--- config.mk ---
export PLATFORM = sky130hd
export DESIGN_NAME = core_complex
export DESIGN_NICKNAME = d
export VERILOG_FILES = /design/src/logic/core_pkg.sv /design/src/logic/tag_client.sv /design/src/logic/request_decoder.sv /design/src/logic/flit_packer.sv /design/src/logic/core_complex.sv
export SDC_FILE = /design/constraint.sdc
export NUM_CORES = 1
export LEC_CHECK = 0
export BUFFER_PORTS_ARGS = -buffer_cell sky130_fd_sc_hd__buf_4
export CORE_ASPECT_RATIO = 2
export CORE_MARGIN = 2
export CORE_UTILIZATION = 50
export DETAILED_ROUTE_END_ITERATION = 16
export PLACE_DENSITY = 0.71
export SKIP_CTS_REPAIR_TIMING = 1
export SYNTH_ARGS = -nofsm -noshare
export SYNTH_HDL_FRONTEND = slang
export SYNTH_HIERARCHICAL = 1
export SYNTH_SLANG_ARGS = --single-unit
export TNS_END_PERCENT = 20
--- constraint.sdc ---
create_clock -name hb_clk_i -period 3.4 [get_ports hb_clk_i]
set_clock_uncertainty 0.2 [all_clocks]
set_input_delay 0 -clock hb_clk_i [delete_from_list [all_inputs] [get_ports hb_clk_i]]
set_output_delay 0 -clock hb_clk_i [all_outputs]
set_load 0.005 [all_outputs]
--- src/logic/core_pkg.sv ---
package core_pkg;

  ////////////////////////////////////////////////////////////////////////////
  // Widths

  localparam int addr_width = 16;
  localparam int data_width = 32;
  localparam int cord_width = 4;
  localparam int len_width  = 3;
  localparam int flit_width = 16;

  // Address bit that steers a request to the east link
  localparam int east_sel_bit = 15;

  // Tag frame is a 2-bit id then a 4-bit payload, lsb first
  localparam int tag_id_bits    = 2;
  localparam int tag_frame_bits = 6;

  // Body flit counts
  localparam int load_len  = 1;
  localparam int store_len = 3;

  // Zero bits above opcode, length and cord in the header
  localparam int hdr_pad_width = flit_width - 2 - len_width - cord_width;

  ////////////////////////////////////////////////////////////////////////////
  // Types

  typedef logic [flit_width-1:0] flit_t;

  typedef enum logic [1:0] {
    OP_LOAD    = 2'd0,
    OP_STORE   = 2'd1,
    OP_AMO_ADD = 2'd2
  } mc_op_e;

  typedef enum logic [1:0] {
    TAG_RESET  = 2'd0,
    TAG_CORD_W = 2'd1,
    TAG_CORD_E = 2'd2
  } tag_id_e;

  typedef enum logic [1:0] {
    PK_IDLE,
    PK_HDR,
    PK_BODY
  } pk_state_e;

endpackage

--- src/logic/tag_client.sv ---
`timescale 1ns/1ns

module tag_client
  (input                                 hb_clk_i
  ,input                                 rst_i
  ,input                                 tag_data_i
  ,input                                 tag_en_i
  ,output logic                          hb_reset_o
  ,output logic [core_pkg::cord_width-1:0] cord_w_o
  ,output logic [core_pkg::cord_width-1:0] cord_e_o
  );

  localparam int cnt_width = $clog2(core_pkg::tag_frame_bits + 1);

  logic [core_pkg::tag_frame_bits-1:0] shift_r;
  logic [cnt_width-1:0]                cnt_r;
  logic                                frame_done;
  core_pkg::tag_id_e                   frame_id;
  logic [core_pkg::cord_width-1:0]     frame_payload;

  // First bit in ends up at bit 0
  always_ff @(posedge hb_clk_i) begin
    if (tag_en_i) begin
      shift_r <= {tag_data_i, shift_r[core_pkg::tag_frame_bits-1:1]};
    end
  end

  assign frame_done    = (cnt_r == cnt_width'(core_pkg::tag_frame_bits));
  assign frame_id      = core_pkg::tag_id_e'(shift_r[core_pkg::tag_id_bits-1:0]);
  assign frame_payload = shift_r[core_pkg::tag_frame_bits-1:core_pkg::tag_id_bits];

  // A frame is applied on the edge after its last bit
  always_ff @(posedge hb_clk_i) begin
    if (rst_i) begin
      cnt_r <= '0;
    end else if (frame_done) begin
      cnt_r <= tag_en_i ? cnt_width'(1) : '0;
    end else if (tag_en_i) begin
      cnt_r <= cnt_r + 1'b1;
    end else begin
      // Broken frame is dropped
      cnt_r <= '0;
    end
  end

  always_ff @(posedge hb_clk_i) begin
    if (rst_i) begin
      hb_reset_o <= 1'b1;
      cord_w_o   <= '0;
      cord_e_o   <= '0;
    end else if (frame_done) begin
      case (frame_id)
        core_pkg::TAG_RESET:  hb_reset_o <= frame_payload[0];
        core_pkg::TAG_CORD_W: cord_w_o   <= frame_payload;
        core_pkg::TAG_CORD_E: cord_e_o   <= frame_payload;
        default: ;
      endcase
    end
  end

  ////////////////////////////////////////////////////////////////////////////
  // Checks

  a_cnt_bound: assert property (
    @(posedge hb_clk_i) disable iff (rst_i)
    cnt_r <= cnt_width'(core_pkg::tag_frame_bits)
  ) else $error("tag bit count above frame length");

endmodule

--- src/logic/request_decoder.sv ---
`timescale 1ns/1ns

module request_decoder
  (input                                   hb_clk_i
  ,input                                   rst_i
  ,input                                   hb_reset_i
  ,input                                   req_v_i
  ,input  core_pkg::mc_op_e                req_op_i
  ,input  [core_pkg::addr_width-1:0]       req_addr_i
  ,input  [core_pkg::data_width-1:0]       req_data_i
  ,output logic                            dec_v_o
  ,output logic                            dec_east_o
  ,output core_pkg::mc_op_e                dec_op_o
  ,output logic [core_pkg::len_width-1:0]  dec_len_o
  ,output logic [core_pkg::addr_width-1:0] dec_addr_o
  ,output logic [core_pkg::data_width-1:0] dec_data_o
  ,output logic                            err_o
  );

  logic                           accept;
  logic                           op_legal;
  logic [core_pkg::len_width-1:0] len;

  assign accept   = req_v_i & ~hb_reset_i;
  assign op_legal = req_op_i inside {core_pkg::OP_LOAD, core_pkg::OP_STORE,
                                     core_pkg::OP_AMO_ADD};

  always_comb begin
    case (req_op_i)
      core_pkg::OP_LOAD: len = core_pkg::len_width'(core_pkg::load_len);
      default:           len = core_pkg::len_width'(core_pkg::store_len);
    endcase
  end

  always_ff @(posedge hb_clk_i) begin
    if (rst_i) begin
      dec_v_o <= 1'b0;
      err_o   <= 1'b0;
    end else begin
      dec_v_o <= accept & op_legal;
      err_o   <= accept & ~op_legal;
    end
  end

  // Request fields
  always_ff @(posedge hb_clk_i) begin
    if (req_v_i) begin
      dec_east_o <= req_addr_i[core_pkg::east_sel_bit];
      dec_op_o   <= req_op_i;
      dec_len_o  <= len;
      dec_addr_o <= req_addr_i;
      dec_data_o <= req_data_i;
    end
  end

  a_err_xor_v: assert property (
    @(posedge hb_clk_i) disable iff (rst_i)
    !(err_o && dec_v_o)
  ) else $error("decoder raised err and valid together");

endmodule

--- src/logic/flit_packer.sv ---
`timescale 1ns/1ns

module flit_packer
  (input                                   hb_clk_i
  ,input                                   rst_i
  ,input                                   hb_reset_i
  ,input                                   dec_v_i
  ,input                                   dec_east_i
  ,input  core_pkg::mc_op_e                dec_op_i
  ,input  [core_pkg::len_width-1:0]        dec_len_i
  ,input  [core_pkg::addr_width-1:0]       dec_addr_i
  ,input  [core_pkg::data_width-1:0]       dec_data_i
  ,input  [core_pkg::cord_width-1:0]       cord_w_i
  ,input  [core_pkg::cord_width-1:0]       cord_e_i
  ,output logic                            west_v_o
  ,output core_pkg::flit_t                 west_flit_o
  ,output logic                            east_v_o
  ,output core_pkg::flit_t                 east_flit_o
  ,output logic                            pk_busy_o
  );

  localparam int payload_width = core_pkg::data_width + core_pkg::addr_width;

  core_pkg::pk_state_e             state_r;
  logic [core_pkg::len_width-1:0]  cnt_r;
  logic                            east_r;
  core_pkg::mc_op_e                op_r;
  logic [core_pkg::len_width-1:0]  len_r;
  logic [core_pkg::cord_width-1:0] cord_r;
  logic [payload_width-1:0]        payload_r;
  core_pkg::flit_t                 flit;
  logic                            flit_v;

  ////////////////////////////////////////////////////////////////////////////
  // Control FSM

  always_ff @(posedge hb_clk_i) begin
    if (rst_i || hb_reset_i) begin
      state_r <= core_pkg::PK_IDLE;
      cnt_r   <= '0;
    end else begin
      case (state_r)
        core_pkg::PK_IDLE: begin
          if (dec_v_i) begin
            state_r <= core_pkg::PK_HDR;
            cnt_r   <= dec_len_i;
          end
        end
        core_pkg::PK_HDR: begin
          state_r <= core_pkg::PK_BODY;
        end
        core_pkg::PK_BODY: begin
          cnt_r <= cnt_r - 1'b1;
          if (cnt_r == core_pkg::len_width'(1)) begin
            state_r <= core_pkg::PK_IDLE;
          end
        end
        default: state_r <= core_pkg::PK_IDLE;
      endcase
    end
  end

  // Packet fields; body words leave from the bottom of payload_r
  always_ff @(posedge hb_clk_i) begin
    if (state_r == core_pkg::PK_IDLE && dec_v_i) begin
      east_r    <= dec_east_i;
      op_r      <= dec_op_i;
      len_r     <= dec_len_i;
      cord_r    <= dec_east_i ? cord_e_i : cord_w_i;
      payload_r <= {dec_data_i, dec_addr_i};
    end else if (state_r == core_pkg::PK_BODY) begin
      payload_r <= payload_r >> core_pkg::flit_width;
    end
  end

  ////////////////////////////////////////////////////////////////////////////
  // Link outputs

  always_comb begin
    if (state_r == core_pkg::PK_HDR) begin
      flit = {{core_pkg::hdr_pad_width{1'b0}}, op_r, len_r, cord_r};
    end else begin
      flit = payload_r[core_pkg::flit_width-1:0];
    end
  end

  assign flit_v      = (state_r == core_pkg::PK_HDR) || (state_r == core_pkg::PK_BODY);
  assign west_v_o    = flit_v & ~east_r;
  assign east_v_o    = flit_v & east_r;
  assign west_flit_o = west_v_o ? flit : '0;
  assign east_flit_o = east_v_o ? flit : '0;
  assign pk_busy_o   = (state_r != core_pkg::PK_IDLE);

  a_one_side: assert property (
    @(posedge hb_clk_i) disable iff (rst_i)
    !(west_v_o && east_v_o)
  ) else $error("flit driven on both links");

endmodule

--- src/logic/core_complex.sv ---
`timescale 1ns/1ns

module core_complex
  (input                              hb_clk_i
  ,input                              rst_i
  ,input                              tag_data_i
  ,input                              tag_en_i
  ,input                              req_v_i
  ,input  core_pkg::mc_op_e           req_op_i
  ,input  [core_pkg::addr_width-1:0]  req_addr_i
  ,input  [core_pkg::data_width-1:0]  req_data_i
  ,output logic                       west_v_o
  ,output core_pkg::flit_t            west_flit_o
  ,output logic                       east_v_o
  ,output core_pkg::flit_t            east_flit_o
  ,output logic                       busy_o
  ,output logic                       err_o
  ,output logic                       hb_reset_o
  );

  logic                            hb_reset;
  logic [core_pkg::cord_width-1:0] cord_w;
  logic [core_pkg::cord_width-1:0] cord_e;
  logic                            dec_v;
  logic                            dec_east;
  core_pkg::mc_op_e                dec_op;
  logic [core_pkg::len_width-1:0]  dec_len;
  logic [core_pkg::addr_width-1:0] dec_addr;
  logic [core_pkg::data_width-1:0] dec_data;
  logic                            pk_busy;

  ////////////////////////////////////////////////////////////////////////////
  // Configuration

  tag_client u_tag_client
    (.hb_clk_i   (hb_clk_i)
    ,.rst_i      (rst_i)
    ,.tag_data_i (tag_data_i)
    ,.tag_en_i   (tag_en_i)
    ,.hb_reset_o (hb_reset)
    ,.cord_w_o   (cord_w)
    ,.cord_e_o   (cord_e)
    );

  ////////////////////////////////////////////////////////////////////////////
  // Request path

  request_decoder u_request_decoder
    (.hb_clk_i   (hb_clk_i)
    ,.rst_i      (rst_i)
    ,.hb_reset_i (hb_reset)
    ,.req_v_i    (req_v_i)
    ,.req_op_i   (req_op_i)
    ,.req_addr_i (req_addr_i)
    ,.req_data_i (req_data_i)
    ,.dec_v_o    (dec_v)
    ,.dec_east_o (dec_east)
    ,.dec_op_o   (dec_op)
    ,.dec_len_o  (dec_len)
    ,.dec_addr_o (dec_addr)
    ,.dec_data_o (dec_data)
    ,.err_o      (err_o)
    );

  flit_packer u_flit_packer
    (.hb_clk_i    (hb_clk_i)
    ,.rst_i       (rst_i)
    ,.hb_reset_i  (hb_reset)
    ,.dec_v_i     (dec_v)
    ,.dec_east_i  (dec_east)
    ,.dec_op_i    (dec_op)
    ,.dec_len_i   (dec_len)
    ,.dec_addr_i  (dec_addr)
    ,.dec_data_i  (dec_data)
    ,.cord_w_i    (cord_w)
    ,.cord_e_i    (cord_e)
    ,.west_v_o    (west_v_o)
    ,.west_flit_o (west_flit_o)
    ,.east_v_o    (east_v_o)
    ,.east_flit_o (east_flit_o)
    ,.pk_busy_o   (pk_busy)
    );

  // Busy covers the decoded request before the packer picks it up
  assign busy_o     = pk_busy | dec_v;
  assign hb_reset_o = hb_reset;

endmodule

==> flow_summary_export.csv, run 1 <==
group,metric,value,unit
run_status,status,"complete, no violations",
global_route,grt.total_usage,17.1,%
synth,synth_top_cells_by_area,"edfxtp_1 65%, mux2_2 7.6%, dfxtp_1 7.2%",
floorplanning,placeableCoreArea,0.0104,mm²
power_and_ir_drop,p_int,0.00308,W
timing,final.min_clock_period,2.68,ns
cts,htree_num_levels,4,
power_and_ir_drop,peakVddDrop,0.000473,V
place,cell_count_post_placement,553,
synth,proportion_of_synthesized_chip_area_in_sequential_cells,72.2,%
floorplanning,dieArea,0.0115,mm²
synth,yosys.area.top_type_share,65.0,%
power_and_ir_drop,p_leak,2.90,nW
timing,worst_slew_margin_rel,45.8,%
layout,commonest_non_fill_non_tap_cell_in_the_layout,"edfxtp_1",
power_and_ir_drop,cellPowerDensity,524,mW/mm²
layout,layout-area-overhead-vs-synth,36.9,%
route,via_count_normalized_by_instance_count,4.98,
place,gp_congestion,0.757,
synth,number_of_library_cell_types_mapped_by_synthesis,34,
synth,asyncSetResetFlopFracSynth,0,%
power_and_ir_drop,share_seq_of_total_power,48.8,%
worst_setup_path,path_max_fanout,35,
floorplanning,initial_core_util,51.0,%
power_and_ir_drop,power,0.00381,W
worst_setup_path,critPathKind,"flop to flop",
route,drt.antenna.violating_nets,0,
route,drt-wirelength-per-cell,15.8,µm
run,timing.max_cap.violations,0,
place,io_buffers,91,
power_and_ir_drop,power.net_switching,0.000732,W
synth,number_of_enable_flip_flop_cells_after_synthesis,115,
layout,most-common-layout-cells,"115 x edfxtp_1, 93 x buf_4, 55 x dlygate4sd3_1",
synth,yosys.area.top_type,"edfxtp_1",
synth,post_synth_instance_area,0.00531,mm²
timing,max_clock_freq,0.373,GHz
global_route,grt_start_max_net_pins,53,
synth,synth_ff_type,"edfxtp_1",
route,routed-via-count,3188,
layout,layout.nets,553,
timing,worstMarginPinSlew,0.813,ns
cts,cts_made_buffers,17,
route,number_of_violations_reported_at_the_end_of_detailed_routing_iteration_0,99,
timing,report.final.setup_viol,0,
timing,timing.setup.tns,0,ns
power_and_ir_drop,clock_group_share_of_total_power,47.9,%
place,placement.setup.worst_slack,0.709,ns
floorplanning,die_h,150,µm
timing,report.final.slew_viol_count,0,
floorplanning,row_count,53,
synth,synthesis.area_per_instance,15.7,µm²
synth,mappedNetlistNets,401,
layout,antenna_cells,0,
timing,rsz0062_at_grt,"false",
route,post-route-drc-count,0,
layout,drive_gt1_share,33.6,%
cts,clkSlewWorstSetupHoldPaths,0.06,ns
global_route,grt_pass1_vias,3073,
cts,clk_path_buf_depth,2,
cts,clkSinkCount,134,
cts,clock_tree.root_cell,"clkbuf_16",
worst_setup_path,timing.critical_path.required,3.30,ns
route,drt_wl_total,10100,µm
floorplanning,die_x,76.9,µm
synth,synth-seq-cells,134,
global_route,global_route.overflow_total,0,
floorplanning,ios,92,
place,post-dp-hpwl,6730,µm
timing,whs,0.0994,ns
route,detail_route.first_pass.iterations,7,
global_route,grt_antenna_before_repair,0,
timing,layout_worst_path_cycle_share,78.9,%
global_route,grt_first_pass_wirelength,14600,µm
worst_setup_path,start_kind,"flop",
timing,final.setup.worst_slack,0.716,ns
worst_setup_path,timing.critical_path.arrival,2.58,ns
timing,hold_viol_final,0,
synth,ys_warn_count,6,
min_path,path_type_of_the_worst_min_delay_path,"input port to flop",
cts,clock_tree_from_tritoncts,"built",
power_and_ir_drop,comb_pwr_share,3.4,%
cts,clock_insertion_delay_worst_skew,0.41,ns
power_and_ir_drop,switching_share,19.2,%
layout,final_cell_count_no_fill,640,
worst_setup_path,type_of_destination_of_the_critical_path,"flop",
synth,post_synthesis_cell_count,338,
worst paths after layout:
kind	endpoint	cells past startpoint	slack [ns]	startpoint
max	u_flit_packer/payload_r[6]$_DFFE_PP_	5	0.72	u_flit_packer/state_r[0]$_SDFFE_PP0P_
min	u_request_decoder/dec_addr_o[0]$_DFFE_PP_	2	0.1	req_addr_i[0]
max reg2reg	u_flit_packer/payload_r[6]$_DFFE_PP_	5	0.72	u_flit_packer/state_r[0]$_SDFFE_PP0P_
min reg2reg	u_flit_packer/op_r[1]$_DFFE_PP_	0	0.22	u_request_decoder/dec_op_o[1]$_DFFE_PP_
power by group through the flow:
stage	registers [W]	logic, W	clock network, W
after global routing	0.00186	0.000140	0.00194
after floorplan	0.00188	0.0000159	0
after global placement	0.00189	0.0000749	0
after CTS	0.00186	0.0000776	0.00187
after detailed placement	0.00189	0.0000775	0
final	0.00186	0.000129	0.00183
routing by layer:
metal  routed length [µm]  track usage [%]  up-vias  part of all wire, %
met5                    0                0        -                    0
met1                 3540             16.9     1542                   35
li1                     -                -     1530                    -
met4                  270             9.36        0                  2.7
met2                 5930             31.6       94                   59
met3                  353             4.76       22                  3.5
cell type report:
cell class	instances	area, µm²
fillers	705	3140
flip-flops and latches	134	3830
multi-input cells	178	1360
inverters	10	37.5
repair buffers	149	1270
well taps	137	171
clock inverters	14	175
clock buffers	18	429
metrics by stage:
stage | utilization, % | instance area (µm²)
CTS | 64.6 | 6720
global route | 69.9 | 7270
global placement | 58.8 | 6120
floorplan | - | 5310
finish | 69.9 | 7270
detailed placement | 58.8 | 6120
sequential cells by signal, summed over array words and instances (netlist names), 2 cells and up:
signal	flops
u_flit_packer/state_r	2
u_tag_client/cord_e_o	4
u_request_decoder/dec_op_o	2
u_flit_packer/len_r	3
u_flit_packer/payload_r	48
u_request_decoder/dec_addr_o	15
u_request_decoder/dec_data_o	32
u_tag_client/cord_w_o	4
u_tag_client/cnt_r	3
u_flit_packer/op_r	2
u_tag_client/shift_r	6
u_flit_packer/cnt_r	3
u_flit_packer/cord_r	4
synthesized netlist by cell type, types with 3 or more instances:
master,number
buf_4,3
inv_1,10
buf_2,5
nand2b_1,24
nor2_1,37
nand2_1,10
edfxtp_1,115
dfxtp_1,19
mux2_2,36
mux2i_1,20
and3_1,16
clkbuf_1,7
ha_1,8
worst max-delay path, stage by stage, from the launching register on:
cell	delay [ns]
dfxtp_1	0.32
inv_1	0.11
ha_1	0.55
nand2_1	0.46
nand2_2	0.44
buf_12	0.26
kinds of logic after synthesis:
logic type / synth area share, %
flops: 72.2
simple gates: 10.1
mux: 11.7
buf+inv: 2.31
compound gates: 1.67
fa+ha+maj: 1.88
other cells: 0.141
Note: power is estimated with default switching activity, not from simulation.
==> inputs of run 2 (changes only) <==
- ABC_AREA: unset -> 1
- clock period: 3.4 -> 2.5 ns (I/O delays scaled with it)
==> run 2 against run 1 <==
Net effect:
- count of clock-buffer cells in the layout rose by 7
- critical path depth unchanged
- sequential power increased by 36%
- first-iteration DRC count is 39% higher
- register-to-register slack worse by 0.07 ns
- synthesized cell count up 37%
- critical path type is now flop to primary output
==> flow_summary_export.csv, run 2 <==
group,metric,value,unit
worst_setup_path,setup.reg_to_reg.worst_slack,0.65,ns
cts,clock_tree_from_tritoncts,"built",
global_route,grt_start_max_net_pins,53,
place,io_buffers,91,
timing,layout_worst_path_cycle_share,87.4,%
layout,postLayoutCellArea,0.00728,mm²
synth,synth_ff_type,"edfxtp_1",
synth,synth.most_common_cell,"nand2_1",
cts,htree_num_levels,4,
synth,number_of_library_cell_types_mapped_by_synthesis,29,
layout,final_cell_count_no_fill,764,
layout,reg_top3,"u_flit_packer/payload_r x48, u_request_decoder/dec_data_o x32, u_request_decoder/dec_addr_o x15",
power_and_ir_drop,share_seq_of_total_power,50.5,%
synth,number_of_enable_flip_flop_cells_after_synthesis,115,
timing,report.final.slew_viol_count,0,
worst_setup_path,critPathKind,"flop to primary output",
synth,yosys.area.top_type_share,64.4,%
timing,worst_slew_margin_rel,56.1,%
power_and_ir_drop,peakVddDrop,0.000647,V
min_path,hold_depth,2,
route,drt_wl_total,10600,µm
timing,rsz0062_at_grt,"false",
synth,synth_commonest_cells,"131 x nand2_1, 115 x edfxtp_1, 59 x nor2_1",
floorplanning,dieArea,0.0116,mm²
worst_setup_path,path_max_fanout,12,
synth,synthesis.area_per_instance,11.6,µm²
run,timing.max_cap.violations,0,
power_and_ir_drop,p_int,0.00405,W
worst_setup_path,path_cells,"inv_1 > ha_1 > mux2i_1 > nor2_1 > buf_4",
synth,yosys.area.top_type,"edfxtp_1",
place,post-dp-hpwl,6470,µm
layout,most-common-layout-cells,"130 x nand2_1, 115 x edfxtp_1, 94 x buf_4",
place,cell_count_post_placement,678,
synth,proportion_of_synthesized_chip_area_in_sequential_cells,71.5,%
layout,largest_register_ff_count,48,
worst_setup_path,critical_path.max_stage_delay,0.58,ns
worst_setup_path,worst_r2r_path_depth,5,
power_and_ir_drop,comb_pwr_share,3.8,%
worst_setup_path,timing.critical_path.required,2.30,ns
global_route,global_route.overflow_total,0,
power_and_ir_drop,cellPowerDensity,688,mW/mm²
timing,max_clock_freq,0.457,GHz
place,dpl_cell_area,0.00618,mm²
floorplanning,initial_core_util,51.1,%
floorplanning,die_x,77.2,µm
timing,report.final.setup_viol,0,
global_route,grt.total_usage,16.9,%
synth,asyncSetResetFlopFracSynth,0,%
route,routed-via-count,3635,
synth,mappedNetlistNets,525,
route,drt.antenna.violating_nets,0,
floorplanning,row_count,53,
worst_setup_path,regToRegEndpoint,"u_flit_packer/payload_r[43]$_SDFFCE_PN0P_",
synth,synth-seq-cells,134,
layout,antenna_cells,0,
synth,post_synth_instance_area,0.00536,mm²
run_status,status,"complete, no violations",
global_route,grt_pass1_vias,3391,
timing,final.min_clock_period,2.19,ns
route,post-route-drc-count,0,
synth,synth_top_cells_by_area,"edfxtp_1 64%, nand2_1 9.2%, dfxtp_1 7.1%",
worst_setup_path,worst_path_max_delay_cell,"ha_1",
synth,ys_warn_count,6,
min_path,hold_path_end,"u_request_decoder/dec_addr_o[11]$_DFFE_PP_",
layout,layout.nets,677,
route,drt-wirelength-per-cell,13.8,µm
timing,timing.setup.tns,0,ns
cts,clock_tree.root_cell,"clkbuf_16",
power_and_ir_drop,p_leak,3.11,nW
min_path,worstHoldStart,"req_addr_i[11]",
global_route,grt_first_pass_wirelength,14900,µm
layout,commonest_non_fill_non_tap_cell_in_the_layout,"nand2_1",
layout,drive_gt1_share,22.8,%
worst_setup_path,type_of_destination_of_the_critical_path,"primary output",
timing,final.setup.worst_slack,0.314,ns
timing,hold_viol_final,0,
route,number_of_violations_reported_at_the_end_of_detailed_routing_iteration_0,138,
route,detail_route.first_pass.iterations,4,
floorplanning,placeableCoreArea,0.0105,mm²
cts,clkSinkCount,134,
power_and_ir_drop,power.net_switching,0.000956,W
min_path,path_type_of_the_worst_min_delay_path,"input port to flop",
floorplanning,die_h,150,µm
cts,clk_path_buf_depth,2,
worst_setup_path,start_kind,"flop",
worst_setup_path,worst_path_dominant_cell_family,"adder cells",
timing,whs,0.104,ns
worst_setup_path,timing.rr.start,"u_flit_packer/state_r[1]$_SDFFE_PP0P_",
cts,clock_insertion_delay_worst_skew,0.41,ns
layout,filler_cell_count,755,
synth,post_synthesis_cell_count,462,
worst_setup_path,cp.buffers_inverters,2,
power_and_ir_drop,clock_group_share_of_total_power,45.7,%
cts,clkSlewWorstSetupHoldPaths,0.06,ns
timing,worstMarginPinSlew,0.658,ns
place,placement.setup.worst_slack,0.696,ns
route,via_count_normalized_by_instance_count,4.76,
cts,cts_made_buffers,17,
global_route,grt_antenna_before_repair,0,
worst_setup_path,timing.critical_path.arrival,1.99,ns
layout,max_flop_register,"u_flit_packer/payload_r",
layout,layout-area-overhead-vs-synth,35.8,%
place,gp_congestion,0.844,
power_and_ir_drop,switching_share,19.1,%
floorplanning,ios,92,
## run 2: changes by cell type in the layout (fill, tap and decap cells not counted), sizes merged, moves of 3 or more
cell	delta
nand2	+123
inv	+40
mux2	-33
nor2	+26
nand2b	-24
and3	-17
nand3	+14
nor3	+14
mux2i	-11
clkbuf	+7
bufinv	-3
## run 2: layer usage
layer	GRT usage (%)	vias to the layer above	routed length [µm]
met2	30.5	103	6040
met4	10.5	0	300
met1	17.0	1693	3780
met3	4.68	28	452
li1	-	1811	-
met5	0	-	0
## run 2: area by class of cell
class | instances | area [µm²] | area share, %
repair buffers | 150 | 1290 | 17.7
well taps | 137 | 171 | 2.35
multi-input cells | 260 | 1240 | 17.0
clock inverters | 7 | 40.0 | 0.550
flip-flops and latches | 134 | 3830 | 52.7
inverters | 51 | 194 | 2.66
clock buffers | 25 | 518 | 7.12
## run 2: through the flow
step           power [W]  util (%)
6_report         0.00500      69.5
5_1_grt          0.00514      69.5
4_1_cts          0.00496      64.3
3_5_place_dp     0.00269      59.0
3_3_place_gp     0.00268      59.0
2_1_floorplan    0.00259         -
## run 2: power by group through the flow
stage / Combinational, W / Sequential, W / Clock [W]
after floorplan: 0.0000327 / 0.00256 / 0
after global placement: 0.000114 / 0.00257 / 0
after detailed placement: 0.000118 / 0.00257 / 0
after CTS: 0.000119 / 0.00253 / 0.00231
after global routing: 0.000206 / 0.00253 / 0.00240
final: 0.000191 / 0.00253 / 0.00229
## run 2: worst max path at each step
stage / end / start / slack (ns) / depth (start not counted)
6_report: east_flit_o[4] / u_flit_packer/state_r[1]$_SDFFE_PP0P_ / 0.31 / 5
5_1_grt: east_flit_o[14] / u_flit_packer/state_r[0]$_SDFFE_PP0P_ / 0.16 / 5
4_1_cts: east_flit_o[4] / u_flit_packer/state_r[1]$_SDFFE_PP0P_ / 0.28 / 5
3_5_place_dp: u_flit_packer/payload_r[45]$_SDFFCE_PN0P_ / u_flit_packer/state_r[0]$_SDFFE_PP0P_ / 0.70 / 5
3_3_place_gp: u_flit_packer/payload_r[34]$_SDFFCE_PN0P_ / u_flit_packer/state_r[0]$_SDFFE_PP0P_ / 0.79 / 5
2_1_floorplan: u_flit_packer/payload_r[0]$_DFFE_PP_ / u_flit_packer/state_r[0]$_SDFFE_PP0P_ / 0.31 / 6
## run 2: worst register-to-register path, stage by stage (launching register included)
cell,delay [ns]
dfxtp_1,0.37
inv_1,0.10
ha_1,0.25
nand2_2,0.12
buf_4,0.43
nor2_1,0.12
## run 2: cells by family after synthesis
| family | synth area share, % |
|---|---|
| XOR/XNOR | 0.163 |
| multiplexers | 2.52 |
| flip-flops | 71.5 |
| other | 0.140 |
| adder cells (fa/ha/maj) | 1.87 |
| buffers and inverters | 5.44 |
| AND/OR/NAND/NOR | 17.5 |
| AO/OA/AOI/OAI | 0.840 |
